File: config.mk
export PLATFORM = sky130hd
export DESIGN_NAME = nes_cart_loader
export DESIGN_NICKNAME = d
export VERILOG_FILES = /design/src/verilog/nes_load_pkg.sv /design/src/verilog/nes_cart_pkg.sv /design/src/verilog/ines_header_if.sv /design/src/verilog/nes_cart_loader.sv /design/src/verilog/cheat_code_assembler.sv /design/src/verilog/rom_load_sequencer.sv /design/src/verilog/ines_header_decoder.sv
export VERILOG_INCLUDE_DIRS = /design/src /design/src/include
export SDC_FILE = /design/constraint.sdc
export NUM_CORES = 1
export LEC_CHECK = 0
export BUFFER_PORTS_ARGS = -buffer_cell sky130_fd_sc_hd__buf_2
export CORE_ASPECT_RATIO = 1.2
export CORE_MARGIN = 5
export CORE_UTILIZATION = 30
export CTS_CLUSTER_DIAMETER = 100
export CTS_CLUSTER_SIZE = 28
export DETAILED_ROUTE_END_ITERATION = 7
export HOLD_SLACK_MARGIN = 0.03
export PLACE_DENSITY = 0.51
export SLEW_MARGIN = 20
export SYNTH_ARGS = -nofsm -noshare
export SYNTH_HDL_FRONTEND = slang
export SYNTH_SLANG_ARGS = --single-unit
File: constraint.sdc
create_clock -name clk -period 7.6 [get_ports clk]
set_input_delay 0.38 -clock clk [delete_from_list [all_inputs] [get_ports clk]]
set_output_delay 0.38 -clock clk [all_outputs]
set_load 0.005 [all_outputs]
File: src/include/nes_loader_defines.svh
//////////////////////////////
// Constants shared by the cartridge loader RTL and its testbench
// Include wherever header sizes, page shifts or the ROM map are needed
//////////////////////////////

`ifndef NES_LOADER_DEFINES_SVH
`define NES_LOADER_DEFINES_SVH

// iNES header layout
`define INES_HEADER_BYTES   16
`define INES_MAGIC0         8'h4E   // N
`define INES_MAGIC1         8'h45   // E
`define INES_MAGIC2         8'h53   // S
`define INES_MAGIC3         8'h1A

// Page sizes as shifts
`define PRG_PAGE_SHIFT      14      // 16 KB
`define CHR_PAGE_SHIFT      13      // 8 KB

// ROM address map
`define ROM_ADDR_W          22
`define CHR_BASE_ADDR       22'h200000

// Cheat downloads
`define CHEAT_FILE_TYPE     8'hFF
`define CHEAT_RECORD_BYTES  16

`endif
File: src/verilog/nes_load_pkg.sv
//////////////////////////////
// Types describing the loading process itself
// Imported by the sequencer, the header interface and the top level
//////////////////////////////

`default_nettype none

`include "nes_loader_defines.svh"

package nes_load_pkg;

	typedef logic [`ROM_ADDR_W-1:0] rom_addr_t;     // Write address into ROM space
	typedef logic [`ROM_ADDR_W-1:0] byte_count_t;   // Bytes left in current region

	typedef logic [3:0] header_index_t;
	typedef logic [3:0] cheat_index_t;

	// Loader FSM
	typedef enum logic [2:0] {
		S_IDLE,
		S_HEADER,
		S_PRG,
		S_CHR,
		S_CHEAT,
		S_DONE,
		S_ERROR
	} load_state_t;

endpackage

`default_nettype wire

File: src/verilog/nes_cart_pkg.sv
//////////////////////////////
// Types describing what a cartridge image contains
// Imported by the loader modules and the header interface
//////////////////////////////

`default_nettype none

package nes_cart_pkg;

	// One byte of header or ROM payload
	typedef logic [7:0] ines_byte_t;

	// PRG or CHR page count from the header
	typedef logic [7:0] page_count_t;

	// Log2 size class of a ROM region, capped at 7
	typedef logic [2:0] size_code_t;

	// Decoded flag word handed to the mapper logic
	typedef logic [31:0] mapper_flags_t;

	// Cheat code layout
	// 127:96 flags, 95:64 address, 63:32 compare, 31:0 replace
	typedef logic [127:0] cheat_code_t;

endpackage

`default_nettype wire

File: src/verilog/ines_header_if.sv
//////////////////////////////
// Link between the load sequencer and the header decoder
// Header bytes go down, decoded fields come back
//////////////////////////////

`timescale 1ns/100ps
`default_nettype none

interface ines_header_if import nes_cart_pkg::*, nes_load_pkg::*; (input wire logic invert_mirroring);

	logic          hdr_we;
	header_index_t hdr_index;
	ines_byte_t    hdr_byte;

	logic          header_ok;      // Magic matches and no trainer
	page_count_t   prg_pages;
	page_count_t   chr_pages;
	mapper_flags_t mapper_flags;

	modport sequencer (output hdr_we, hdr_index, hdr_byte,
	                   input header_ok, prg_pages, chr_pages);

	modport decoder (input hdr_we, hdr_index, hdr_byte, invert_mirroring,
	                 output header_ok, prg_pages, chr_pages, mapper_flags);

endinterface

`default_nettype wire

File: src/verilog/nes_cart_loader.sv
//////////////////////////////
// Cartridge loader top level
// Takes the download stream, writes ROM and reports mapper flags and cheats
//////////////////////////////

`timescale 1ns/100ps
`default_nettype none

module nes_cart_loader import nes_cart_pkg::*, nes_load_pkg::*; (
	input  wire logic       clk,
	input  wire logic       reset_nes,
	input  wire logic       download,
	input  wire ines_byte_t file_type,
	input  wire logic       invert_mirroring,
	input  wire logic       in_valid,
	input  wire ines_byte_t in_data,
	output logic            in_ready,
	output logic            mem_valid,
	output rom_addr_t       mem_addr,
	output ines_byte_t      mem_data,
	input  wire logic       mem_ready,
	output mapper_flags_t   mapper_flags,
	output logic            busy,
	output logic            done,
	output logic            error,
	output logic            cheat_valid,
	output cheat_code_t     cheat_code
);

	logic         cheat_we;
	cheat_index_t cheat_index;
	ines_byte_t   cheat_byte;

	ines_header_if hdr_if (.invert_mirroring(invert_mirroring));

	assign mapper_flags = hdr_if.mapper_flags;

	rom_load_sequencer rom_load_sequencer_inst (
		.clk         (clk),
		.reset_nes   (reset_nes),
		.download    (download),
		.file_type   (file_type),
		.in_valid    (in_valid),
		.in_data     (in_data),
		.in_ready    (in_ready),
		.hdr         (hdr_if),
		.mem_valid   (mem_valid),
		.mem_addr    (mem_addr),
		.mem_data    (mem_data),
		.mem_ready   (mem_ready),
		.busy        (busy),
		.done        (done),
		.error       (error),
		.cheat_we    (cheat_we),
		.cheat_index (cheat_index),
		.cheat_byte  (cheat_byte)
	);

	ines_header_decoder ines_header_decoder_inst (
		.clk (clk),
		.hdr (hdr_if)
	);

	cheat_code_assembler cheat_code_assembler_inst (
		.clk         (clk),
		.reset_nes   (reset_nes),
		.cheat_we    (cheat_we),
		.cheat_index (cheat_index),
		.cheat_byte  (cheat_byte),
		.cheat_valid (cheat_valid),
		.cheat_code  (cheat_code)
	);

endmodule

`default_nettype wire

File: src/verilog/cheat_code_assembler.sv
//////////////////////////////
// Builds a 128-bit cheat code from 16 record bytes
// cheat_valid pulses once per completed record
//////////////////////////////

`timescale 1ns/100ps
`default_nettype none

`include "nes_loader_defines.svh"

module cheat_code_assembler import nes_cart_pkg::*, nes_load_pkg::*; (
	input  wire logic         clk,
	input  wire logic         reset_nes,
	input  wire logic         cheat_we,
	input  wire cheat_index_t cheat_index,
	input  wire ines_byte_t   cheat_byte,
	output logic              cheat_valid,
	output cheat_code_t       cheat_code
);

	logic [6:0] byte_lsb;

	// Field 0 sits at the top, byte 0 of a field at its bottom
	assign byte_lsb = {~cheat_index[3:2], cheat_index[1:0], 3'b000};

	always_ff @(posedge clk) begin
		if (cheat_we)
			cheat_code[byte_lsb +: 8] <= cheat_byte;
	end

	always_ff @(posedge clk) begin
		if (reset_nes)
			cheat_valid <= 1'b0;
		else
			cheat_valid <= cheat_we &&
			               (cheat_index == cheat_index_t'(`CHEAT_RECORD_BYTES - 1));
	end

	a_single_pulse: assert property (@(posedge clk) disable iff (reset_nes)
		cheat_valid |=> !cheat_valid)
		else $error("cheat_valid high two cycles in a row");

endmodule

`default_nettype wire

File: src/verilog/rom_load_sequencer.sv
//////////////////////////////
// Download FSM of the loader
// Routes stream bytes to the header, the cheat assembler or the ROM write port
//////////////////////////////

`timescale 1ns/100ps
`default_nettype none

`include "nes_loader_defines.svh"

module rom_load_sequencer import nes_cart_pkg::*, nes_load_pkg::*; (
	input  wire logic        clk,
	input  wire logic        reset_nes,
	input  wire logic        download,
	input  wire ines_byte_t  file_type,
	input  wire logic        in_valid,
	input  wire ines_byte_t  in_data,
	output logic             in_ready,
	ines_header_if.sequencer hdr,
	output logic             mem_valid,
	output rom_addr_t        mem_addr,
	output ines_byte_t       mem_data,
	input  wire logic        mem_ready,
	output logic             busy,
	output logic             done,
	output logic             error,
	output logic             cheat_we,
	output cheat_index_t     cheat_index,
	output ines_byte_t       cheat_byte
);

	load_state_t   state;
	logic          download_d;
	logic          download_start;
	logic          accept;
	logic          load_byte;
	header_index_t hdr_cnt;
	cheat_index_t  cheat_cnt;
	rom_addr_t     load_addr;
	byte_count_t   bytes_left;
	byte_count_t   prg_bytes;
	byte_count_t   chr_bytes;

	assign download_start = download && !download_d;
	assign prg_bytes      = byte_count_t'(hdr.prg_pages) << `PRG_PAGE_SHIFT;
	assign chr_bytes      = byte_count_t'(hdr.chr_pages) << `CHR_PAGE_SHIFT;

	always_comb begin
		case (state)
			S_HEADER, S_CHEAT: in_ready = 1'b1;
			S_PRG, S_CHR:      in_ready = !mem_valid || mem_ready;   // Slot free next edge
			default:           in_ready = 1'b0;
		endcase
	end

	assign accept    = in_valid && in_ready;
	assign load_byte = accept && !download_start && ((state == S_PRG) || (state == S_CHR));

	// Header and cheat byte routing
	assign hdr.hdr_we    = accept && (state == S_HEADER);
	assign hdr.hdr_index = hdr_cnt;
	assign hdr.hdr_byte  = in_data;
	assign cheat_we      = accept && (state == S_CHEAT);
	assign cheat_index   = cheat_cnt;
	assign cheat_byte    = in_data;

	//////////////////////////////
	// Control FSM
	//////////////////////////////
	always_ff @(posedge clk) begin
		if (reset_nes) begin
			state      <= S_IDLE;
			download_d <= 1'b0;
			hdr_cnt    <= '0;
			cheat_cnt  <= '0;
			load_addr  <= '0;
			bytes_left <= '0;
			mem_valid  <= 1'b0;
			busy       <= 1'b0;
			done       <= 1'b0;
			error      <= 1'b0;
		end else begin
			download_d <= download;
			if (mem_valid && mem_ready)
				mem_valid <= 1'b0;
			if (download_start) begin
				hdr_cnt   <= '0;
				cheat_cnt <= '0;
				busy      <= 1'b0;
				done      <= 1'b0;
				error     <= 1'b0;
				state     <= (file_type == `CHEAT_FILE_TYPE) ? S_CHEAT : S_HEADER;
			end else begin
				case (state)
					S_HEADER: if (accept) begin
						hdr_cnt <= hdr_cnt + 1'b1;
						if (hdr_cnt == header_index_t'(`INES_HEADER_BYTES - 1)) begin
							if (!hdr.header_ok) begin
								state <= S_ERROR;
								error <= 1'b1;
								done  <= 1'b1;
							end else begin
								busy <= 1'b1;
								if (prg_bytes != '0) begin
									state      <= S_PRG;
									load_addr  <= '0;
									bytes_left <= prg_bytes;
								end else if (chr_bytes != '0) begin
									state      <= S_CHR;
									load_addr  <= `CHR_BASE_ADDR;
									bytes_left <= chr_bytes;
								end else begin
									state <= S_DONE;
								end
							end
						end
					end
					S_PRG, S_CHR: if (load_byte) begin
						mem_valid  <= 1'b1;
						load_addr  <= load_addr + 1'b1;
						bytes_left <= bytes_left - 1'b1;
						if (bytes_left == byte_count_t'(1)) begin
							if ((state == S_PRG) && (chr_bytes != '0)) begin
								state      <= S_CHR;
								load_addr  <= `CHR_BASE_ADDR;
								bytes_left <= chr_bytes;
							end else begin
								state <= S_DONE;
							end
						end
					end
					S_CHEAT: begin
						if (accept) begin
							if (cheat_cnt == cheat_index_t'(`CHEAT_RECORD_BYTES - 1))
								cheat_cnt <= '0;
							else
								cheat_cnt <= cheat_cnt + 1'b1;
						end
						if (!download)
							state <= S_IDLE;
					end
					S_DONE: if (!mem_valid || mem_ready) begin   // Last write drained
						done <= 1'b1;
						busy <= 1'b0;
					end
					default: ;
				endcase
			end
		end
	end

	// Write register payload
	always_ff @(posedge clk) begin
		if (load_byte) begin
			mem_addr <= load_addr;
			mem_data <= in_data;
		end
	end

	a_mem_hold: assert property (@(posedge clk) disable iff (reset_nes)
		(mem_valid && !mem_ready) |=> (mem_valid && $stable(mem_addr) && $stable(mem_data)))
		else $error("memory write changed while stalled");

endmodule

`default_nettype wire

File: src/verilog/ines_header_decoder.sv
//////////////////////////////
// Keeps the 16 iNES header bytes and decodes them
// Outputs are combinational and settle once byte 15 is stored
//////////////////////////////

`timescale 1ns/100ps
`default_nettype none

`include "nes_loader_defines.svh"

module ines_header_decoder import nes_cart_pkg::*, nes_load_pkg::*; (
	input wire logic      clk,
	ines_header_if.decoder hdr
);

	ines_byte_t hdr_mem [`INES_HEADER_BYTES];

	header_index_t next_index;   // Slot after the last byte written
	logic       is_nes20;
	logic       is_dirty;
	logic       tail_nonzero;
	logic       piano;
	logic [3:0] mapper_hi;
	logic [7:0] mapper_num;
	logic [7:0] submapper;
	logic [3:0] prg_ram_shift;
	size_code_t prg_size;
	size_code_t chr_size;

	// Smallest n with count <= 2**n, saturating at 7
	function automatic size_code_t size_code(input page_count_t count);
		size_code_t code;
		code = 3'd7;
		for (int n = 6; n >= 0; n--) begin
			if ({1'b0, count} <= (9'd1 << n))
				code = size_code_t'(n);
		end
		return code;
	endfunction

	always_ff @(posedge clk) begin
		if (hdr.hdr_we) begin
			hdr_mem[hdr.hdr_index] <= hdr.hdr_byte;
			next_index             <= hdr.hdr_index + 1'b1;
		end
	end

	//////////////////////////////
	// Validity and page counts
	//////////////////////////////
	assign hdr.header_ok = (hdr_mem[0] == `INES_MAGIC0) && (hdr_mem[1] == `INES_MAGIC1) &&
	                       (hdr_mem[2] == `INES_MAGIC2) && (hdr_mem[3] == `INES_MAGIC3) &&
	                       !hdr_mem[6][2];   // Trainers not supported
	assign hdr.prg_pages = hdr_mem[4];
	assign hdr.chr_pages = hdr_mem[5];

	//////////////////////////////
	// Mapper flag word
	//////////////////////////////
	assign is_nes20     = (hdr_mem[7][3:2] == 2'b10);
	assign tail_nonzero = |{hdr_mem[10], hdr_mem[11], hdr_mem[12],
	                        hdr_mem[13], hdr_mem[14], hdr_mem[15]};
	// Old dumps often carry junk in the padding bytes
	assign is_dirty     = !is_nes20 && ((|hdr_mem[9][7:1]) || tail_nonzero);

	assign mapper_hi     = is_dirty ? 4'h0 : hdr_mem[7][7:4];
	assign mapper_num    = {mapper_hi, hdr_mem[6][7:4]};
	assign submapper     = is_nes20 ? hdr_mem[8] : 8'h00;
	assign prg_ram_shift = is_nes20 ? hdr_mem[10][3:0] : 4'h0;
	assign piano         = is_nes20 && (hdr_mem[15][5:0] == 6'h19);
	assign prg_size      = size_code(hdr_mem[4]);
	assign chr_size      = size_code(hdr_mem[5]);

	assign hdr.mapper_flags = {
		1'b0,
		piano,                                  // 30
		prg_ram_shift,                          // 29:26
		hdr_mem[6][1],                          // 25 battery
		submapper,                              // 24:17
		hdr_mem[6][3],                          // 16 four screen
		(hdr_mem[5] == 8'h00),                  // 15 CHR RAM
		hdr_mem[6][0] ^ hdr.invert_mirroring,   // 14
		chr_size,                               // 13:11
		prg_size,                               // 10:8
		mapper_num                              // 7:0
	};

	// Header fills in order, a new header restarts at byte 0
	a_hdr_index_order: assert property (@(posedge clk)
		hdr.hdr_we |-> ((hdr.hdr_index == '0) || (hdr.hdr_index == next_index)))
		else $error("header write with index %0h out of order", hdr.hdr_index);

endmodule

`default_nettype wire

**Yosys cells after proc, flatten, opt, wreduce, memory -nomap -nowiden**

Memory sizes are Yosys's and may differ from the RTL's.
Cells that the tools add are included.

- Bits in registers: 219
- Bits in latches: 0
- Bits in writable memories: 128
- Bits in read-only memories: 0
- Memories: 1

- $add $sub $neg: 5
- Multipliers: 0
- Div/mod/pow operators: 0
- Order comparisons: 14
- Equal/unequal tests: 27
- Shifts and indexed selects: 2
- Muxes and demuxes: 66
- Bitwise gates (word level): 4
- Reductions and logical operators: 41

Memories:

| name | words | bits a word | rd ports | clocked after memory_dff | wr ports | RTL line | RTL |
|---|---|---|---|---|---|---|---|
| ines_header_decoder_inst.hdr_mem | 16 | 8 | 16 | 0 | 1 | ines_header_decoder.sv:16 | `` ines_byte_t hdr_mem [`INES_HEADER_BYTES]; `` |

Operator list:

| operator | number |
|---|---|
| 22-bit two-way mux | 16 |
| 128-bit bitwise mux | 1 |
| 8-bit by 9-bit variable shift with 128-bit output, first input constant | 1 |
| 8-bit by 9-bit indexed part select with 128-bit output | 1 |
| 22-bit case mux with 2 select lines | 2 |
| 3-bit two-way mux | 19 |
| 48-bit OR reduction | 1 |
| 22-bit nonzero test | 2 |
| 8-bit by 7-bit == test with 1-bit output, second input constant | 3 |
| 22-bit by 1-bit adder with 22-bit output, second input constant | 1 |
| 22-bit by 1-bit == test with 1-bit output, second input constant | 1 |
| 22-bit by 1-bit subtractor with 22-bit output, second input constant | 1 |
| 8-bit by 1-bit <= comparator with 1-bit output, second input constant | 2 |
| 8-bit by 2-bit <= comparator with 1-bit output, second input constant | 2 |
| 8-bit by 3-bit <= comparator with 1-bit output, second input constant | 2 |
| 8-bit by 4-bit <= comparator with 1-bit output, second input constant | 2 |
| 8-bit by 5-bit <= comparator with 1-bit output, second input constant | 2 |
| 8-bit by 6-bit <= comparator with 1-bit output, second input constant | 2 |
| 8-bit by 7-bit <= comparator with 1-bit output, second input constant | 2 |
| 1-bit two-way mux | 16 |
| 1-bit logical AND | 15 |
| 4-bit two-way mux | 3 |
| 5-bit AND reduction | 2 |
| 3-bit by 1-bit != test with 1-bit output, second input constant | 3 |
| 32 further kinds | 57 |

**Longest topological paths before layout**

An unclocked memory read counts as a cell.

- Word-level depth: 11
- Depth in mapped cells: 11
- Gate-level depth less buffers: 9

**Hierarchy**

A second synthesis with hierarchy kept.

- Cells, all modules: 1086
- Area total of the unflattened synthesis: 14216.1 µm²

By module, submodules not included:

| module | times used | cells each | area each (µm²) | sequential area each (µm²) |
|---|---|---|---|---|
| cheat_code_assembler | 1 | 361 | 5255.0 | 3863.7 |
| ines_header_decoder | 1 | 254 | 4535.6 | 3753.6 |
| rom_load_sequencer | 1 | 471 | 4425.5 | 2102.0 |

**Least setup slack after synthesis**

No wires, ideal clock.

- Kind: register -> register
- Start: register rom_load_sequencer_inst.state[1]
- End: register rom_load_sequencer_inst.load_addr[14]
- Setup time: 0.070 ns
- Arrival: 3.201 ns
- Required time: 7.530 ns
- Path slack: 4.329 ns
- Cell stages (with the launch flop): 9
- Period minus slack after synthesis: 3.271 ns
- Path through: dfxtp_1 > buf_2 > nor2b_1 > nand3_1 > nor2_1 > a31oi_4 > or4_1 > or3_1 > a21oi_1

- Longest elaborated chain between the ends: 8

Ends and longest elaborated chain:

| what | RTL line | RTL |
|---|---|---|
| from (decl) | rom_load_sequencer.sv:32 | `load_state_t state;` |
| from (signal assigned) | rom_load_sequencer.sv:92 | `` state <= (file_type == `CHEAT_FILE_TYPE) ? S_CHEAT : S_HEADER; `` |
| 3-bit by 2-bit == test with 1-bit output, or another cell as far along | rom_load_sequencer.sv:49, rom_load_sequencer.sv:57 |  |
| 2-bit OR reduction | rom_load_sequencer.sv:49 | `case (state)` |
| 1-bit case mux with 2 select lines | rom_load_sequencer.sv:49 |  |
| 1-bit logical AND | rom_load_sequencer.sv:56 | `assign accept = in_valid && in_ready;` |
| 1-bit logical AND | rom_load_sequencer.sv:57 | `assign load_byte = accept && !download_start && ((state == S_PRG) \|\| (state == S_CHR));` |
| 1-bit logical AND (*) | rom_load_sequencer.sv:57 |  |
| named net rom_load_sequencer_inst.load_byte | rom_load_sequencer.sv:36 | `logic load_byte;` |
| 2-bit by 1-bit != test with 1-bit output (no line) (*) | n/a |  |
| 7-bit AND reduction (no line) (*) | n/a |  |
| to (signal assigned) | rom_load_sequencer.sv:110 | `` load_addr <= `CHR_BASE_ADDR; `` |
| to (signal assigned) | rom_load_sequencer.sv:120 | `load_addr <= load_addr + 1'b1;` |
| to (signal assigned) | rom_load_sequencer.sv:125 | `` load_addr <= `CHR_BASE_ADDR; `` |
| to (decl) | rom_load_sequencer.sv:39 | `rom_addr_t load_addr;` |

Mark *: on every way through the listed nets, which the timed path passes. The rest lies on a longest branch. The select of a mux whose other input is x is not followed.
A chain may end at the register's enable or synchronous reset.

==> flow_summary.json <==
{
  "ys_warn_count": 0,
  "syn_nets": 1082,
  "final_nets": 1279,
  "firstDrtPassIters": 4,
  "grt_max_degree": 33,
  "number_of_antenna_violations_at_the_first_check_in_global_routing": 1,
  "cts_sinks": 344,
  "clock_latency_ns": 0.53,
  "final.setup.tns_ns": 0,
  "r2r_slack_ns": 4.09,
  "min_period_over_period_pct": 46.1,
  "powerDensity_mw_per_mm2": 197,
  "post_synthesis_area_per_instance_um2": 13.1,
  "share_seq_of_total_power_pct": 64.7,
  "layout.cells.most_common": "sky130_fd_sc_hd__edfxtp_1",
  "dieArea_mm2": 0.0501,
  "fin_worst_hold_slack_ns": 0.142,
  "fp.dieH_um": 244,
  "maxClockFrequency_mhz": 285,
  "synth_sequential_area_ratio_pct": 70.8,
  "worst_setup_path_start_kind": "register",
  "number_of_clock_buffers_inserted_by_tritoncts": 16,
  "report.final.hold_viol_count": 0,
  "maxCapViolCount": 0,
  "share_clk_of_total_power_pct": 32.2,
  "final_layout_size_suffix_gt1_share_pct": 21.4,
  "hold-path-cell-count": 2,
  "io_count": 218,
  "synth_cell_types": 64,
  "cts_max_level": 1,
  "static_leakage_nw": 5.64,
  "grt.total_usage_pct": 13.9,
  "num_vias": 8727,
  "netlist_area_mm2": 0.0137,
  "synth_seq_cells": 344,
  "final_max_slew_viol_count": 0,
  "cp.arrival_ns": 3.69,
  "post_cts_buffers": 0,
  "die_x_um": 205,
  "vias_per_cell": 4.68,
  "post_layout_minimum_cycle_time_ns": 3.51,
  "floorplan.initialDensity_pct": 30.4,
  "drt_iter0_markers": 386,
  "overflow": 0,
  "data_required_time_of_the_worst_path_ns": 7.79,
  "p_sw_share_pct": 21.0,
  "switching_power_mw": 0.661,
  "internal-power_mw": 2.48,
  "crit_end": "cheat_code_assembler_inst.cheat_code[69]$_DFFE_PP_",
  "detail_route.wirelength_mm": 35.9,
  "synth_ff_type": "sky130_fd_sc_hd__edfxtp_1",
  "wire_length_of_the_first_global_routing_pass_mm": 54.3,
  "vdd_ir_drop_max_mv": 0.169,
  "dp.final_hpwl_mm": 24.7,
  "hp-class": "input pin to register",
  "worstSetupStartpoint": "rom_load_sequencer_inst.cheat_index[0]$_SDFFE_PP0P_",
  "grt_pass1_vias": 8811,
  "area_growth_pct": 16.0,
  "regToRegStartpoint": "rom_load_sequencer_inst.cheat_index[0]$_SDFFE_PP0P_",
  "status": "finished, final reports clean",
  "row_count": 85,
  "core_area_mm2": 0.0451,
  "synth-edff-count": 283,
  "most-common-layout-cells": "sky130_fd_sc_hd__edfxtp_1 (283), sky130_fd_sc_hd__buf_2 (216), sky130_fd_sc_hd__nor2_1 (159)",
  "tritoncts": "yes",
  "worst_slew_margin_pct": 41.9,
  "drc": 0,
  "port_buffers": 216,
  "cts_resized": 0,
  "cts_root_buf": "sky130_fd_sc_hd__clkbuf_16",
  "gp_congestion": 0.811,
  "cts-root-to-sink-buffers": 3,
  "finalSetupViolCount": 0,
  "worst_r2r_endpoint": "cheat_code_assembler_inst.cheat_code[69]$_DFFE_PP_",
  "postSynthCellCount": 1049,
  "cts.reportedPaths.clkPinSlew_ns": 0.11,
  "power_frac_comb_pct": 3.1,
  "peak_fanout_along_the_critical_path": 18,
  "finalClockSkew_ns": 0.0202,
  "end_kind": "register",
  "timing.reg2reg.worst_path_depth": 8,
  "path_class": "register to register",
  "final_util_pct": 35.3,
  "holdBufCountCts": 0,
  "synthArstFlopShare_pct": 0,
  "rsz_0062_raised_after_global_routing": "false",
  "detail-route-antenna-nets": 0,
  "routedWlPerCell_um": 19.2,
  "worst_pin_slew_ns": 0.868
}
==> registers in the layout, indices dropped and copies added (netlist names) <==
register / flops
cheat_code_assembler_inst.cheat_code: 128
ines_header_decoder_inst.hdr_mem: 125
rom_load_sequencer_inst.bytes_left: 22
rom_load_sequencer_inst.load_addr: 22
rom_load_sequencer_inst.mem_addr: 22
rom_load_sequencer_inst.mem_data: 8
rom_load_sequencer_inst.cheat_index: 4
rom_load_sequencer_inst.hdr.hdr_index: 4
rom_load_sequencer_inst.state: 3
cheat_code_assembler_inst.cheat_valid: 1
rom_load_sequencer_inst.busy: 1
rom_load_sequencer_inst.done: 1
rom_load_sequencer_inst.download_d: 1
rom_load_sequencer_inst.error: 1
rom_load_sequencer_inst.mem_valid: 1
==> metal layers <==
| metal | GRT usage (%) | routed length, µm | vias to the layer above |
|---|---|---|---|
| met4 | 2.78 | 459 | 2 |
| li1 | - | - | 4182 |
| met3 | 4.25 | 2810 | 27 |
| met2 | 24.0 | 17700 | 222 |
| met1 | 17.2 | 14900 | 4294 |
| met5 | 0 | 20 | - |
==> how the worst min path moves through the flow <==
stage,start,endpoint,slack (ns)
3_3_place_gp,rom_load_sequencer_inst.load_addr[6]$_SDFFE_PP0P_,rom_load_sequencer_inst.mem_addr[6]$_DFFE_PP_,0.46
3_5_place_dp,rom_load_sequencer_inst.error$_SDFFE_PP0P_,rom_load_sequencer_inst.error$_SDFFE_PP0P_,0.46
2_1_floorplan,rom_load_sequencer_inst.load_addr[21]$_SDFFE_PP0P_,rom_load_sequencer_inst.mem_addr[21]$_DFFE_PP_,0.43
5_1_grt,download,rom_load_sequencer_inst.download_d$_SDFF_PP0_,0.13
4_1_cts,download,rom_load_sequencer_inst.download_d$_SDFF_PP0_,0.12
6_report,download,rom_load_sequencer_inst.download_d$_SDFF_PP0_,0.14
==> power groups by stage <==
stage	Combinational, mW	Clock, mW	Sequential (mW)
after global routing	0.106	1.12	2.04
after CTS	0.0995	1.05	2.04
after detailed placement	0.0991	0	2.08
after global placement	0.0989	0	2.08
final	0.0962	1.01	2.03
after floorplan	0.0452	0	2.08
==> layout make-up <==
type | count | area, µm²
Antenna cell | 1 | 2.50
Clock buffer | 25 | 455
Tap cell | 609 | 762
Timing Repair Buffer | 226 | 1160
Clock inverter | 3 | 22.5
Multi-Input combinational cell | 646 | 3750
Sequential cell | 344 | 9720
Fill cell | 4443 | 29200
Inverter | 12 | 45.0
==> Yosys cell counts, types with 3 or more instances <==
cell	count	area, µm²
sky130_fd_sc_hd__mux2i_1	3	30.0
sky130_fd_sc_hd__nor3_1	26	130
sky130_fd_sc_hd__nor4b_1	5	43.8
sky130_fd_sc_hd__clkbuf_1	26	97.6
sky130_fd_sc_hd__nand4b_1	3	26.3
sky130_fd_sc_hd__nor4bb_1	4	40.0
sky130_fd_sc_hd__nand3_1	23	115
sky130_fd_sc_hd__nand4_1	22	138
sky130_fd_sc_hd__xnor2_1	17	149
sky130_fd_sc_hd__xor2_1	23	201
sky130_fd_sc_hd__and4_1	4	35.0
sky130_fd_sc_hd__edfxtp_1	283	8500
sky130_fd_sc_hd__nand2b_1	17	106
sky130_fd_sc_hd__or4_1	7	52.6
sky130_fd_sc_hd__and2_1	84	526
sky130_fd_sc_hd__dfxtp_1	61	1220
sky130_fd_sc_hd__buf_2	12	60.1
sky130_fd_sc_hd__nor2_1	161	604
sky130_fd_sc_hd__or3_1	9	56.3
sky130_fd_sc_hd__a31oi_1	6	37.5
sky130_fd_sc_hd__and3_1	7	43.8
sky130_fd_sc_hd__ha_1	11	138
sky130_fd_sc_hd__buf_4	9	67.6
sky130_fd_sc_hd__nor2b_1	16	100
sky130_fd_sc_hd__nand2_1	54	203
sky130_fd_sc_hd__nor4_1	28	175
sky130_fd_sc_hd__o22ai_1	3	18.8
sky130_fd_sc_hd__nor3b_1	3	22.5
sky130_fd_sc_hd__inv_1	12	45.0
sky130_fd_sc_hd__a21oi_1	38	190
sky130_fd_sc_hd__o21ai_0	24	120
sky130_fd_sc_hd__or2_2	5	31.3
sky130_fd_sc_hd__a211oi_1	3	22.5
==> per-stage QoR <==
stage               setup WS (ns)  total power, mW  std cells  instance area (µm²)
floorplan                    4.33             2.12       1049                13700
finish                       4.09             3.14       1866                15900
global route                 3.86             3.27       1865                15900
detailed placement           4.04             2.18       1837                15400
CTS                          4.03             3.19       1865                15900
global placement             4.19             2.18       1837                15400
==> cell families after synthesis <==
family	Yosys count	share of synthesized area (%)
xor+xnor	40	2.55
flops	344	70.8
fa+ha+maj	11	1.00
other cells	1	0.0273
mux	4	0.301
simple gates	489	18.6
compound gates	101	4.68
buf+inv	59	1.97
==> critical path: stages, from the launching register on <==
cell	delay (ns)
sky130_fd_sc_hd__dfxtp_1	0.74
sky130_fd_sc_hd__inv_1	0.17
sky130_fd_sc_hd__ha_1	0.35
sky130_fd_sc_hd__nor2_1	0.12
sky130_fd_sc_hd__nand2_1	0.08
sky130_fd_sc_hd__o31a_1	0.17
sky130_fd_sc_hd__or2_2	0.37
sky130_fd_sc_hd__nor3_1	0.72
sky130_fd_sc_hd__and2_1	0.45
No activity file was read; power rests on OpenSTA's default activity.
